$ cat src/lc3_macros.svh
`ifndef LC3_MACROS_SVH
`define LC3_MACROS_SVH

// Memory geometry. Addresses wrap modulo the depth.
`define LC3_MEM_DEPTH 256
`define LC3_ADDR_W    8

// First instruction fetched after start.
`define LC3_PC_START  16'h0010

// Cycles from the start of an access to memory ready.
`define LC3_MEM_WAIT  2

`endif

$ cat src/lc3_isa_pkg.sv
`include "lc3_macros.svh"

package lc3_isa_pkg;

    typedef logic [15:0]              word_t;
    typedef logic [2:0]               reg_idx_t;
    typedef logic [`LC3_ADDR_W-1:0]   mem_addr_t;
    typedef logic [2:0]               nzp_t;      // Bit 2 is N, bit 1 is Z, bit 0 is P.

    // ==================================================
    // Opcodes as found in IR[15:12]
    // ==================================================
    typedef enum logic [3:0] {
        OP_BR   = 4'b0000,
        OP_ADD  = 4'b0001,
        OP_LD   = 4'b0010,
        OP_ST   = 4'b0011,
        OP_JSR  = 4'b0100,
        OP_AND  = 4'b0101,
        OP_LDR  = 4'b0110,
        OP_STR  = 4'b0111,
        OP_NOT  = 4'b1001,
        OP_JMP  = 4'b1100,
        OP_LEA  = 4'b1110,
        OP_TRAP = 4'b1111
    } opcode_e;

endpackage

$ cat src/lc3_ctrl_pkg.sv
package lc3_ctrl_pkg;

    typedef enum logic [3:0] {
        ST_FETCH1, ST_FETCH2, ST_FETCH3, ST_DECODE, ST_EXEC,
        ST_ADDR, ST_MEMRD, ST_MEMWR, ST_WB, ST_HALT
    } fsm_state_e;

    // One-hot bus drivers. Zero leaves the bus at 0.
    typedef enum logic [3:0] {
        GATE_NONE = 4'b0000,
        GATE_CALC = 4'b0001,
        GATE_ALU  = 4'b0010,
        GATE_MDR  = 4'b0100,
        GATE_PC   = 4'b1000
    } bus_gate_e;

    typedef enum logic [1:0] {PC_PLUS1, PC_CALC, PC_BUS} pc_sel_e;

    typedef enum logic [1:0] {ALU_ADD, ALU_AND, ALU_NOT, ALU_PASS} alu_op_e;

    // Second operand of the address adder.
    localparam logic [1:0] ADDR2_OFF11 = 2'b00;
    localparam logic [1:0] ADDR2_OFF9  = 2'b01;
    localparam logic [1:0] ADDR2_OFF6  = 2'b10;
    localparam logic [1:0] ADDR2_ZERO  = 2'b11;

    typedef struct packed {
        logic      ld_mar;
        logic      ld_mdr;
        logic      ld_ir;
        logic      ld_ben;
        logic      ld_reg;
        logic      ld_cc;
        logic      ld_pc;
        bus_gate_e gate;
        pc_sel_e   pc_sel;
        logic      dr_r7;
        logic      sr1_hi;
        logic      addr1_pc;
        logic      [1:0] addr2_sel;
        alu_op_e   alu_op;
        logic      mio_en;
        logic      mem_we;
        logic      idle;
    } ctrl_word_t;

endpackage

$ cat src/lc3_control_fsm.sv
`timescale 1ns/1ps

module lc3_control_fsm (
    input  logic                     clk,
    input  logic                     rst_n,
    input  logic                     start,
    input  logic                     mem_ready,
    input  logic                     ben,
    input  lc3_isa_pkg::opcode_e     ir_op,
    input  logic                     ir_bit11,
    output lc3_ctrl_pkg::ctrl_word_t ctrl,
    output logic                     mem_start,
    output logic                     halted
);

    lc3_ctrl_pkg::fsm_state_e state;
    lc3_ctrl_pkg::fsm_state_e state_nxt;
    logic                     enter_access;
    logic                     is_mem_op;
    logic                     pc_rel_mem;

    assign is_mem_op  = ir_op inside {lc3_isa_pkg::OP_LD, lc3_isa_pkg::OP_ST,
                                      lc3_isa_pkg::OP_LDR, lc3_isa_pkg::OP_STR};
    assign pc_rel_mem = ir_op inside {lc3_isa_pkg::OP_LD, lc3_isa_pkg::OP_ST};

    // ==================================================
    // State sequencing
    // ==================================================
    always_comb
    begin
        state_nxt = state;
        case (state)
            lc3_ctrl_pkg::ST_FETCH1: state_nxt = lc3_ctrl_pkg::ST_FETCH2;
            lc3_ctrl_pkg::ST_FETCH2:
                if (mem_ready)
                    state_nxt = lc3_ctrl_pkg::ST_FETCH3;
            lc3_ctrl_pkg::ST_FETCH3: state_nxt = lc3_ctrl_pkg::ST_DECODE;
            lc3_ctrl_pkg::ST_DECODE:
                if (ir_op == lc3_isa_pkg::OP_TRAP)
                    state_nxt = lc3_ctrl_pkg::ST_HALT;
                else if (is_mem_op)
                    state_nxt = lc3_ctrl_pkg::ST_ADDR;
                else
                    state_nxt = lc3_ctrl_pkg::ST_EXEC;
            lc3_ctrl_pkg::ST_ADDR:
                if (ir_op == lc3_isa_pkg::OP_LD || ir_op == lc3_isa_pkg::OP_LDR)
                    state_nxt = lc3_ctrl_pkg::ST_MEMRD;
                else
                    state_nxt = lc3_ctrl_pkg::ST_MEMWR;
            lc3_ctrl_pkg::ST_MEMRD:
                if (mem_ready)
                    state_nxt = lc3_ctrl_pkg::ST_WB;
            lc3_ctrl_pkg::ST_MEMWR:
                if (mem_ready)
                    state_nxt = lc3_ctrl_pkg::ST_FETCH1;
            lc3_ctrl_pkg::ST_HALT:
                if (start)
                    state_nxt = lc3_ctrl_pkg::ST_FETCH1;
            default: state_nxt = lc3_ctrl_pkg::ST_FETCH1; // EXEC and WB.
        endcase
    end

    assign enter_access = (state_nxt != state) &&
                          (state_nxt inside {lc3_ctrl_pkg::ST_FETCH2, lc3_ctrl_pkg::ST_MEMRD,
                                             lc3_ctrl_pkg::ST_MEMWR});

    always_ff @(posedge clk or negedge rst_n)
    begin
        if (!rst_n)
        begin
            state     <= lc3_ctrl_pkg::ST_HALT;
            mem_start <= 1'b0;
            halted    <= 1'b0;
        end
        else
        begin
            state     <= state_nxt;
            mem_start <= enter_access;  // High in the first cycle of an access.
            halted    <= (state == lc3_ctrl_pkg::ST_DECODE) && (ir_op == lc3_isa_pkg::OP_TRAP);
        end
    end

    // ==================================================
    // Control word
    // ==================================================
    always_comb
    begin
        ctrl = '0;  // PC+1, no bus driver, nothing loaded.
        case (state)
            lc3_ctrl_pkg::ST_FETCH1:
            begin
                ctrl.gate   = lc3_ctrl_pkg::GATE_PC;
                ctrl.ld_mar = 1'b1;
                ctrl.ld_pc  = 1'b1;
            end
            lc3_ctrl_pkg::ST_FETCH2, lc3_ctrl_pkg::ST_MEMRD:
            begin
                ctrl.ld_mdr = 1'b1;
                ctrl.mio_en = 1'b1;
            end
            lc3_ctrl_pkg::ST_FETCH3:
            begin
                ctrl.gate  = lc3_ctrl_pkg::GATE_MDR;
                ctrl.ld_ir = 1'b1;
            end
            lc3_ctrl_pkg::ST_DECODE: ctrl.ld_ben = 1'b1;
            lc3_ctrl_pkg::ST_EXEC:
                case (ir_op)
                    lc3_isa_pkg::OP_ADD, lc3_isa_pkg::OP_AND, lc3_isa_pkg::OP_NOT:
                    begin
                        ctrl.gate   = lc3_ctrl_pkg::GATE_ALU;
                        ctrl.ld_reg = 1'b1;
                        ctrl.ld_cc  = 1'b1;
                        if (ir_op == lc3_isa_pkg::OP_AND)
                            ctrl.alu_op = lc3_ctrl_pkg::ALU_AND;
                        else if (ir_op == lc3_isa_pkg::OP_NOT)
                            ctrl.alu_op = lc3_ctrl_pkg::ALU_NOT;
                    end
                    lc3_isa_pkg::OP_LEA:
                    begin
                        ctrl.gate      = lc3_ctrl_pkg::GATE_CALC;
                        ctrl.addr1_pc  = 1'b1;
                        ctrl.addr2_sel = lc3_ctrl_pkg::ADDR2_OFF9;
                        ctrl.ld_reg    = 1'b1;
                        ctrl.ld_cc     = 1'b1;
                    end
                    lc3_isa_pkg::OP_BR:
                    begin
                        ctrl.addr1_pc  = 1'b1;
                        ctrl.addr2_sel = lc3_ctrl_pkg::ADDR2_OFF9;
                        ctrl.pc_sel    = lc3_ctrl_pkg::PC_CALC;
                        ctrl.ld_pc     = ben;
                    end
                    lc3_isa_pkg::OP_JMP:
                    begin
                        ctrl.addr2_sel = lc3_ctrl_pkg::ADDR2_ZERO;  // Base register plus zero.
                        ctrl.pc_sel    = lc3_ctrl_pkg::PC_CALC;
                        ctrl.ld_pc     = 1'b1;
                    end
                    lc3_isa_pkg::OP_JSR:
                    begin
                        // R7 takes the incremented PC in the same cycle as the jump.
                        ctrl.gate      = lc3_ctrl_pkg::GATE_PC;
                        ctrl.dr_r7     = 1'b1;
                        ctrl.ld_reg    = 1'b1;
                        ctrl.addr1_pc  = ir_bit11;
                        ctrl.addr2_sel = ir_bit11 ? lc3_ctrl_pkg::ADDR2_OFF11
                                                  : lc3_ctrl_pkg::ADDR2_ZERO;
                        ctrl.pc_sel    = lc3_ctrl_pkg::PC_CALC;
                        ctrl.ld_pc     = 1'b1;
                    end
                    default: ;
                endcase
            lc3_ctrl_pkg::ST_ADDR:
            begin
                ctrl.gate      = lc3_ctrl_pkg::GATE_CALC;
                ctrl.ld_mar    = 1'b1;
                ctrl.addr1_pc  = pc_rel_mem;
                ctrl.addr2_sel = pc_rel_mem ? lc3_ctrl_pkg::ADDR2_OFF9 : lc3_ctrl_pkg::ADDR2_OFF6;
            end
            lc3_ctrl_pkg::ST_MEMWR:
            begin
                // The source register passes through the ALU into MDR while the write waits.
                ctrl.gate   = lc3_ctrl_pkg::GATE_ALU;
                ctrl.alu_op = lc3_ctrl_pkg::ALU_PASS;
                ctrl.sr1_hi = 1'b1;
                ctrl.ld_mdr = 1'b1;
                ctrl.mem_we = 1'b1;
            end
            lc3_ctrl_pkg::ST_WB:
            begin
                ctrl.gate   = lc3_ctrl_pkg::GATE_MDR;
                ctrl.ld_reg = 1'b1;
                ctrl.ld_cc  = 1'b1;
            end
            default: ctrl.idle = 1'b1;
        endcase
    end

    a_gate_onehot: assert property (@(posedge clk) disable iff (!rst_n)
        $onehot0(ctrl.gate));

    // No register write may overlap an access that has not completed.
    a_no_reg_wr_in_wait: assert property (@(posedge clk) disable iff (!rst_n)
        !mem_ready |-> !ctrl.ld_reg);

endmodule

$ cat src/lc3_mem_wait_timer.sv
`timescale 1ns/1ps
`include "lc3_macros.svh"

module lc3_mem_wait_timer (
    input  logic clk,
    input  logic rst_n,
    input  logic mem_start,
    output logic mem_ready
);

    localparam int CNT_W = $clog2(`LC3_MEM_WAIT + 1);

    logic [CNT_W-1:0] cnt;

    // The start cycle counts as the first wait cycle.
    always_ff @(posedge clk or negedge rst_n)
    begin
        if (!rst_n)
            cnt <= '0;
        else if (mem_start)
            cnt <= CNT_W'(`LC3_MEM_WAIT - 1);
        else if (cnt != '0)
            cnt <= cnt - 1'b1;
    end

    assign mem_ready = (cnt == '0) && !mem_start;

    a_no_overlap: assert property (@(posedge clk) disable iff (!rst_n)
        mem_start |-> (cnt == '0));

endmodule

$ cat src/lc3_datapath.sv
`timescale 1ns/1ps
`include "lc3_macros.svh"

module lc3_datapath (
    input  logic                     clk,
    input  logic                     rst_n,
    input  logic                     start,
    input  lc3_ctrl_pkg::ctrl_word_t ctrl,
    input  lc3_isa_pkg::word_t       sr1_data,
    input  lc3_isa_pkg::word_t       sr2_data,
    input  lc3_isa_pkg::word_t       mem_rdata,
    input  logic                     mem_ready,
    output lc3_isa_pkg::reg_idx_t    dr,
    output lc3_isa_pkg::reg_idx_t    sr1,
    output lc3_isa_pkg::reg_idx_t    sr2,
    output lc3_isa_pkg::word_t       reg_wdata,
    output lc3_isa_pkg::mem_addr_t   mem_addr,
    output lc3_isa_pkg::word_t       mem_wdata,
    output lc3_isa_pkg::opcode_e     ir_op,
    output logic                     ir_bit11,
    output logic                     ben
);

    lc3_isa_pkg::word_t pc, ir, mar, mdr;
    lc3_isa_pkg::word_t imm5, off6, off9, off11;
    lc3_isa_pkg::word_t addr1, addr2, calc;
    lc3_isa_pkg::word_t alu_b, alu_out, bus, pc_in, mdr_in;
    lc3_isa_pkg::nzp_t  nzp, nzp_in;

    // ==================================================
    // Operand and address selects
    // ==================================================
    assign imm5  = {{11{ir[4]}}, ir[4:0]};
    assign off6  = {{10{ir[5]}}, ir[5:0]};
    assign off9  = {{7{ir[8]}}, ir[8:0]};
    assign off11 = {{5{ir[10]}}, ir[10:0]};

    assign dr  = ctrl.dr_r7 ? 3'b111 : ir[11:9];
    assign sr1 = ctrl.sr1_hi ? ir[11:9] : ir[8:6];
    assign sr2 = ir[2:0];

    always_comb
    begin
        case (ctrl.addr2_sel)
            lc3_ctrl_pkg::ADDR2_OFF11: addr2 = off11;
            lc3_ctrl_pkg::ADDR2_OFF9:  addr2 = off9;
            lc3_ctrl_pkg::ADDR2_OFF6:  addr2 = off6;
            default:                   addr2 = '0;
        endcase
    end

    assign addr1 = ctrl.addr1_pc ? pc : sr1_data;
    assign calc  = addr1 + addr2;
    assign alu_b = ir[5] ? imm5 : sr2_data;  // Immediate form when IR[5] is set.

    always_comb
    begin
        case (ctrl.alu_op)
            lc3_ctrl_pkg::ALU_ADD: alu_out = sr1_data + alu_b;
            lc3_ctrl_pkg::ALU_AND: alu_out = sr1_data & alu_b;
            lc3_ctrl_pkg::ALU_NOT: alu_out = ~sr1_data;
            default:               alu_out = sr1_data;
        endcase
    end

    // ==================================================
    // Bus and register inputs
    // ==================================================
    always_comb
    begin
        case (ctrl.gate)
            lc3_ctrl_pkg::GATE_CALC: bus = calc;
            lc3_ctrl_pkg::GATE_ALU:  bus = alu_out;
            lc3_ctrl_pkg::GATE_MDR:  bus = mdr;
            lc3_ctrl_pkg::GATE_PC:   bus = pc;
            default:                 bus = '0;
        endcase
    end

    always_comb
    begin
        case (ctrl.pc_sel)
            lc3_ctrl_pkg::PC_CALC: pc_in = calc;
            lc3_ctrl_pkg::PC_BUS:  pc_in = bus;
            default:               pc_in = pc + 16'd1;
        endcase
    end

    assign mdr_in = ctrl.mio_en ? mem_rdata : bus;
    assign nzp_in = (bus == '0) ? 3'b010 : (bus[15] ? 3'b100 : 3'b001);

    always_ff @(posedge clk or negedge rst_n)
    begin
        if (!rst_n)
        begin
            pc  <= `LC3_PC_START;
            ir  <= '0;
            mar <= '0;
            mdr <= '0;
            nzp <= '0;
            ben <= 1'b0;
        end
        else
        begin
            if (start && ctrl.idle)
                pc <= `LC3_PC_START;
            else if (ctrl.ld_pc)
                pc <= pc_in;
            if (ctrl.ld_ir)
                ir <= bus;
            if (ctrl.ld_mar)
                mar <= bus;
            if (ctrl.ld_mdr && (!ctrl.mio_en || mem_ready)) // Reads wait for the memory.
                mdr <= mdr_in;
            if (ctrl.ld_cc)
                nzp <= nzp_in;
            if (ctrl.ld_ben)
                ben <= |(nzp & ir[11:9]);
        end
    end

    assign reg_wdata = bus;
    assign mem_addr  = mar[`LC3_ADDR_W-1:0];
    assign mem_wdata = mdr;
    assign ir_op     = lc3_isa_pkg::opcode_e'(ir[15:12]);
    assign ir_bit11  = ir[11];

endmodule

$ cat src/lc3_reg_file.sv
`timescale 1ns/1ps

module lc3_reg_file (
    input  logic                  clk,
    input  logic                  rst_n,
    input  logic                  we,
    input  lc3_isa_pkg::reg_idx_t dr,
    input  lc3_isa_pkg::reg_idx_t sr1,
    input  lc3_isa_pkg::reg_idx_t sr2,
    input  lc3_isa_pkg::word_t    wdata,
    output lc3_isa_pkg::word_t    sr1_data,
    output lc3_isa_pkg::word_t    sr2_data
);

    lc3_isa_pkg::word_t regs [8];
    logic [7:0]         ld_r;

    // One load enable per register.
    always_comb
    begin
        ld_r     = '0;
        ld_r[dr] = we;
    end

    always_ff @(posedge clk or negedge rst_n)
    begin
        if (!rst_n)
        begin
            for (int i = 0; i < 8; i++)
                regs[i] <= '0;
        end
        else
        begin
            for (int i = 0; i < 8; i++)
                if (ld_r[i])
                    regs[i] <= wdata;
        end
    end

    assign sr1_data = regs[sr1];
    assign sr2_data = regs[sr2];

endmodule

$ cat src/lc3_memory.sv
`timescale 1ns/1ps
`include "lc3_macros.svh"

module lc3_memory (
    input  logic                   clk,
    input  logic                   load_valid,
    input  lc3_isa_pkg::mem_addr_t load_addr,
    input  lc3_isa_pkg::word_t     load_data,
    input  logic                   core_idle,
    input  lc3_isa_pkg::mem_addr_t addr,
    input  logic                   we,
    input  lc3_isa_pkg::word_t     wdata,
    input  logic                   mem_ready,
    output lc3_isa_pkg::word_t     rdata,
    output logic                   store_valid,
    output lc3_isa_pkg::mem_addr_t store_addr,
    output lc3_isa_pkg::word_t     store_data
);

    lc3_isa_pkg::word_t mem [`LC3_MEM_DEPTH];
    logic               commit;

    assign commit = we && mem_ready;

    // Program loads only land while the core sits idle.
    always_ff @(posedge clk)
    begin
        if (load_valid && core_idle)
            mem[load_addr] <= load_data;
        else if (commit)
            mem[addr] <= wdata;
    end

    assign rdata = mem[addr];

    always_ff @(posedge clk)
    begin
        store_valid <= commit;
        store_addr  <= addr;
        store_data  <= wdata;
    end

endmodule

$ cat src/lc3_core.sv
`timescale 1ns/1ps

module lc3_core (
    input  logic                   clk,
    input  logic                   rst_n,
    input  logic                   load_valid,
    input  lc3_isa_pkg::mem_addr_t load_addr,
    input  lc3_isa_pkg::word_t     load_data,
    input  logic                   start,
    output logic                   store_valid,
    output lc3_isa_pkg::mem_addr_t store_addr,
    output lc3_isa_pkg::word_t     store_data,
    output logic                   halted
);

    lc3_ctrl_pkg::ctrl_word_t ctrl;
    lc3_isa_pkg::opcode_e     ir_op;
    logic                     ir_bit11, ben, mem_start, mem_ready;
    lc3_isa_pkg::reg_idx_t    dr, sr1, sr2;
    lc3_isa_pkg::word_t       sr1_data, sr2_data, reg_wdata, mem_rdata, mem_wdata;
    lc3_isa_pkg::mem_addr_t   mem_addr;

    lc3_control_fsm lc3_control_fsm_inst (
        .clk(clk), .rst_n(rst_n), .start(start), .mem_ready(mem_ready), .ben(ben),
        .ir_op(ir_op), .ir_bit11(ir_bit11), .ctrl(ctrl), .mem_start(mem_start),
        .halted(halted)
    );

    lc3_mem_wait_timer lc3_mem_wait_timer_inst (
        .clk(clk), .rst_n(rst_n), .mem_start(mem_start), .mem_ready(mem_ready)
    );

    lc3_datapath lc3_datapath_inst (
        .clk(clk), .rst_n(rst_n), .start(start), .ctrl(ctrl), .sr1_data(sr1_data),
        .sr2_data(sr2_data), .mem_rdata(mem_rdata), .mem_ready(mem_ready), .dr(dr),
        .sr1(sr1), .sr2(sr2), .reg_wdata(reg_wdata), .mem_addr(mem_addr),
        .mem_wdata(mem_wdata), .ir_op(ir_op), .ir_bit11(ir_bit11), .ben(ben)
    );

    lc3_reg_file lc3_reg_file_inst (
        .clk(clk), .rst_n(rst_n), .we(ctrl.ld_reg), .dr(dr), .sr1(sr1), .sr2(sr2),
        .wdata(reg_wdata), .sr1_data(sr1_data), .sr2_data(sr2_data)
    );

    lc3_memory lc3_memory_inst (
        .clk(clk), .load_valid(load_valid), .load_addr(load_addr), .load_data(load_data),
        .core_idle(ctrl.idle), .addr(mem_addr), .we(ctrl.mem_we), .wdata(mem_wdata),
        .mem_ready(mem_ready), .rdata(mem_rdata), .store_valid(store_valid),
        .store_addr(store_addr), .store_data(store_data)
    );

endmodule

$ cat config.mk
export PLATFORM = sky130hd
export DESIGN_NAME = lc3_core
export DESIGN_NICKNAME = d
export VERILOG_FILES = /design/src/lc3_isa_pkg.sv /design/src/lc3_ctrl_pkg.sv /design/src/lc3_control_fsm.sv /design/src/lc3_mem_wait_timer.sv /design/src/lc3_datapath.sv /design/src/lc3_reg_file.sv /design/src/lc3_memory.sv /design/src/lc3_core.sv
export VERILOG_INCLUDE_DIRS = /design/src
export SDC_FILE = /design/constraint.sdc
export NUM_CORES = 2
export LEC_CHECK = 0
export BUFFER_PORTS_ARGS = -buffer_cell sky130_fd_sc_hd__buf_4
export CAP_MARGIN = 20
export CORE_UTILIZATION = 57
export CTS_CLUSTER_DIAMETER = 100
export DETAILED_ROUTE_END_ITERATION = 7
export GPL_TIMING_DRIVEN = 1
export PLACE_DENSITY = 0.82
export SETUP_SLACK_MARGIN = 0.2
export SLEW_MARGIN = 10
export SYNTH_ARGS = -nofsm -noshare
export SYNTH_HDL_FRONTEND = slang
export SYNTH_SLANG_ARGS = --single-unit
$ cat constraint.sdc
create_clock -name clk -period 5.7 [get_ports clk]
set_input_delay 1.425 -clock clk [delete_from_list [all_inputs] [get_ports clk]]
set_output_delay 1.425 -clock clk [all_outputs]
set_load 0.005 [all_outputs]
==> flow_summary.toml <==
[synth]
synth_cell_type_count = 80
synth_area_leader_cell = "edfxtp_1"
synthesis.nets = 7784
ys_seq_elements = 4317
synth_area_leaders = "edfxtp_1 72%, mux4_2 18%, dfrtp_1 2.8%, nor2_1 0.91%, mux2i_1 0.75%"
synth_top_area_share_pct = 72.2
synth_area_um2 = 170000
synth_cells = 7721
synthArstFlopShare_pct = 4.54
synth_edf_count = 4096
synth_common_cells = "4096 x edfxtp_1, 1366 x mux4_2, 414 x nor2_1, 297 x clkbuf_1, 265 x nand2_1"
synth_most_common_cell = "edfxtp_1"
synth_area_per_cell_um2 = 22.0
seq_area_frac_synth_pct = 75.4
synth_top_flop_cell = "edfxtp_1"
yosysWarnings = 0

[clock_network]
cts_made_buffers = 413
cts_root_buffer = "clkbuf_16"
clk_path_buf_depth = 4
hold_buffers = 0
cts_tree = "built"
clkSinkCount = 4317
path_clk_slew_ns = 0.07
clk_latency_ns = 1.01
htreeDepth = 5

[sta]
tightest_slew_ns = 1.47
clock_skew_ns = 0.0879
setup_viol = 0
slew_headroom_pct = 1.75
fmax_mhz = 184
fin_crit_sh_pct = 95.2
rsz0062_at_grt = "true"
post-route-min-period_ns = 5.43
hold_viol = 0
holdWs_ns = 0.458
slew_violations = 0

[finish]
final-seq-area_um2 = 128000
final_cell_count_no_fill = 12612
multiInputGateArea_um2 = 40100
nNetsFinal = 8375
drive_gt1_share_pct = 31.2
n_fill_cell = 17230
area_delta_synth_final_pct = 13.4

[power_and_ir_drop]
intPower_w = 0.0620
seqPwrFrac_pct = 41.1
p_sw_share_pct = 31.4
p_leak_nw = 61.0
power.switching_w = 0.0284
pwr-share-clk_pct = 31.7
ir_drop_mv = 0.357
p_comb_share_pct = 27.3
power.density_nw_per_um2 = 468

[worst_setup_path]
start_kind = "flop"
slowest_stage = "dfstp_2"
crit_family = "compound AO/OA/AOI/OAI gates"
crit_path_max_fanout = 19
crit_type = "reg2reg"
cpPeakStageDelay_ns = 0.60
crit_chain = "buf_6, nand4b_1, buf_4, mux2i_2, buf_6, mux2i_1, a31o_2, nor2_1, mux2_2, ha_1, and3_1, a221o_1, o21ai_0, buf_4, o311ai_1, a21o_1, a21oi_1, xnor2_1, a221o_2, buf_4, mux2_2"
cp_common_cell = "buf_4"
cp_data_arrival_time_ns = 6.29
cp.required_ns = 6.56
end_kind = "flop"
critPathBufInv = 5

[grt]
gr-total-overflow = 0
antenna_found_initial = 54
grt_max_degree = 134
grt_pass1_vias = 91794
grt_pass1_wl_um = 720000
grt.total_usage_pct = 34.4

[placed_design]
dp_hpwl_um = 266000
io_buffers = 53
placed_cells = 11819
gp_congestion = 0.915

[run]
drv_cap = 0

[routing]
vias = 91677
post_drt_wl_per_cell_um = 41.0
postRouteAntennaNets = 0
vias_per_cell = 7.27
drt_wl_total_um = 517000
detail_route.first_pass.iterations = 7
drt-initial-drc-count = 16386
drc = 0

[status]
status = "finished clean"

[die]
initial_core_util_pct = 57.3
die_area_um2 = 301000
ios = 54
rows = 200
die_y_um = 549
die_w_um = 549
core_area_um2 = 297000

[hold_path]
hold_class = "reg2reg"
-- state kept, by name, summed over array words and instances (netlist names), 3 cells and up --
name	flops
lc3_control_fsm_inst.state	4
lc3_datapath_inst.pc	16
lc3_datapath_inst.mar	8
lc3_memory_inst.store_data	16
lc3_memory_inst.store_addr	8
lc3_datapath_inst.nzp	3
lc3_memory_inst.mem	4096
lc3_datapath_inst.ir	16
lc3_datapath_inst.mem_wdata	16
lc3_reg_file_inst.regs	128
-- area by class of cell --
type	instances	share of cell area (%)
antenna	26	0.0337
clock buffer	500	5.59
clock inverter	250	1.53
inverter	28	0.0583
multi-input combinational	2916	20.8
sequential	4317	66.5
tap	3939	2.55
timing repair buffer	636	2.93
-- layout by cell type (no fill, tap or decap), drive strengths merged, types with 21 or more instances in the layout --
master and count:
nand3 23, dfrtp 193, nand2 265, o21ai 131, mux2i 129, bufinv 49
dfxtp 25, clkinv 180, mux2 38, a211oi 21, clkbuf 501, buf 635
nor2 414, mux4 1367, nor2b 28, edfxtp 4096, diode 26, ha 33
and3 24, a21oi 154, nand2b 24, inv 37
-- through the flow --
step	area (um^2)	setup TNS, ns	worst slack, ns	total power, W	util [%]
after detailed placement	179000	0	0.184	0.0606	60.3
after global routing	193000	0	0.182	0.0922	65.0
after floorplan	170000	-377.89	-0.306	0.0525	-
after global placement	179000	0	0.216	0.0601	60.3
after CTS	193000	0	0.206	0.0893	64.9
final	193000	0	0.271	0.0904	65.0
-- what timing repair did --
action	in CTS	in global routing
pin swaps	0	2
buffers inserted	0	12
setup endpoints to repair	2	15
cloned	0	1
gates resized for setup	1	22
hold endpoints to repair	0	0
-- per-layer routing --
| layer | global-route usage (%) | wire, um | share of wire, % |
|---|---|---|---|
| met3 | 9.24 | 70300 | 14 |
| met4 | 20.3 | 38800 | 7.5 |
| met5 | 0.285 | 370 | 0.072 |
| met2 | 54.3 | 246000 | 48 |
| met1 | 43.3 | 161000 | 31 |
-- path summary, 6_finish.rpt --
path,from,end,slack (ns),cells after the start
max reg2reg,lc3_control_fsm_inst.state[0],lc3_reg_file_inst.regs[79],0.27,21
min reg2reg,lc3_datapath_inst.mem_wdata[13],lc3_memory_inst.store_data[13],0.46,0
max in group asynchronous,rst_n,lc3_datapath_inst.mar[6],4.09,2
max,lc3_control_fsm_inst.state[0],lc3_reg_file_inst.regs[79],0.27,21
min in group asynchronous,rst_n,lc3_reg_file_inst.regs[60],0.57,1
min,lc3_datapath_inst.mem_wdata[13],lc3_memory_inst.store_data[13],0.46,0
-- cells by family after synthesis --
family                   count (synthesis)  synth area share, %
flip-flops                            4317                 75.4
XOR/XNOR                                29                0.149
adder cells (fa/ha/maj)                 35                0.266
AND/OR/NAND/NOR                        851                 2.14
AO/OA/AOI/OAI                          466                 1.73
buffers and inverters                  489                 1.20
multiplexers                          1534                 19.1
-- power by group through the flow --
stage | clock [W] | sequential, W | combinational (W)
3_3_place_gp | 0 | 0.0377 | 0.0223
4_1_cts | 0.0286 | 0.0371 | 0.0236
6_report | 0.0286 | 0.0371 | 0.0246
3_5_place_dp | 0 | 0.0378 | 0.0229
5_1_grt | 0.0297 | 0.0371 | 0.0254
2_1_floorplan | 0 | 0.0374 | 0.0151
Note: power is estimated with default switching activity, not from simulation.
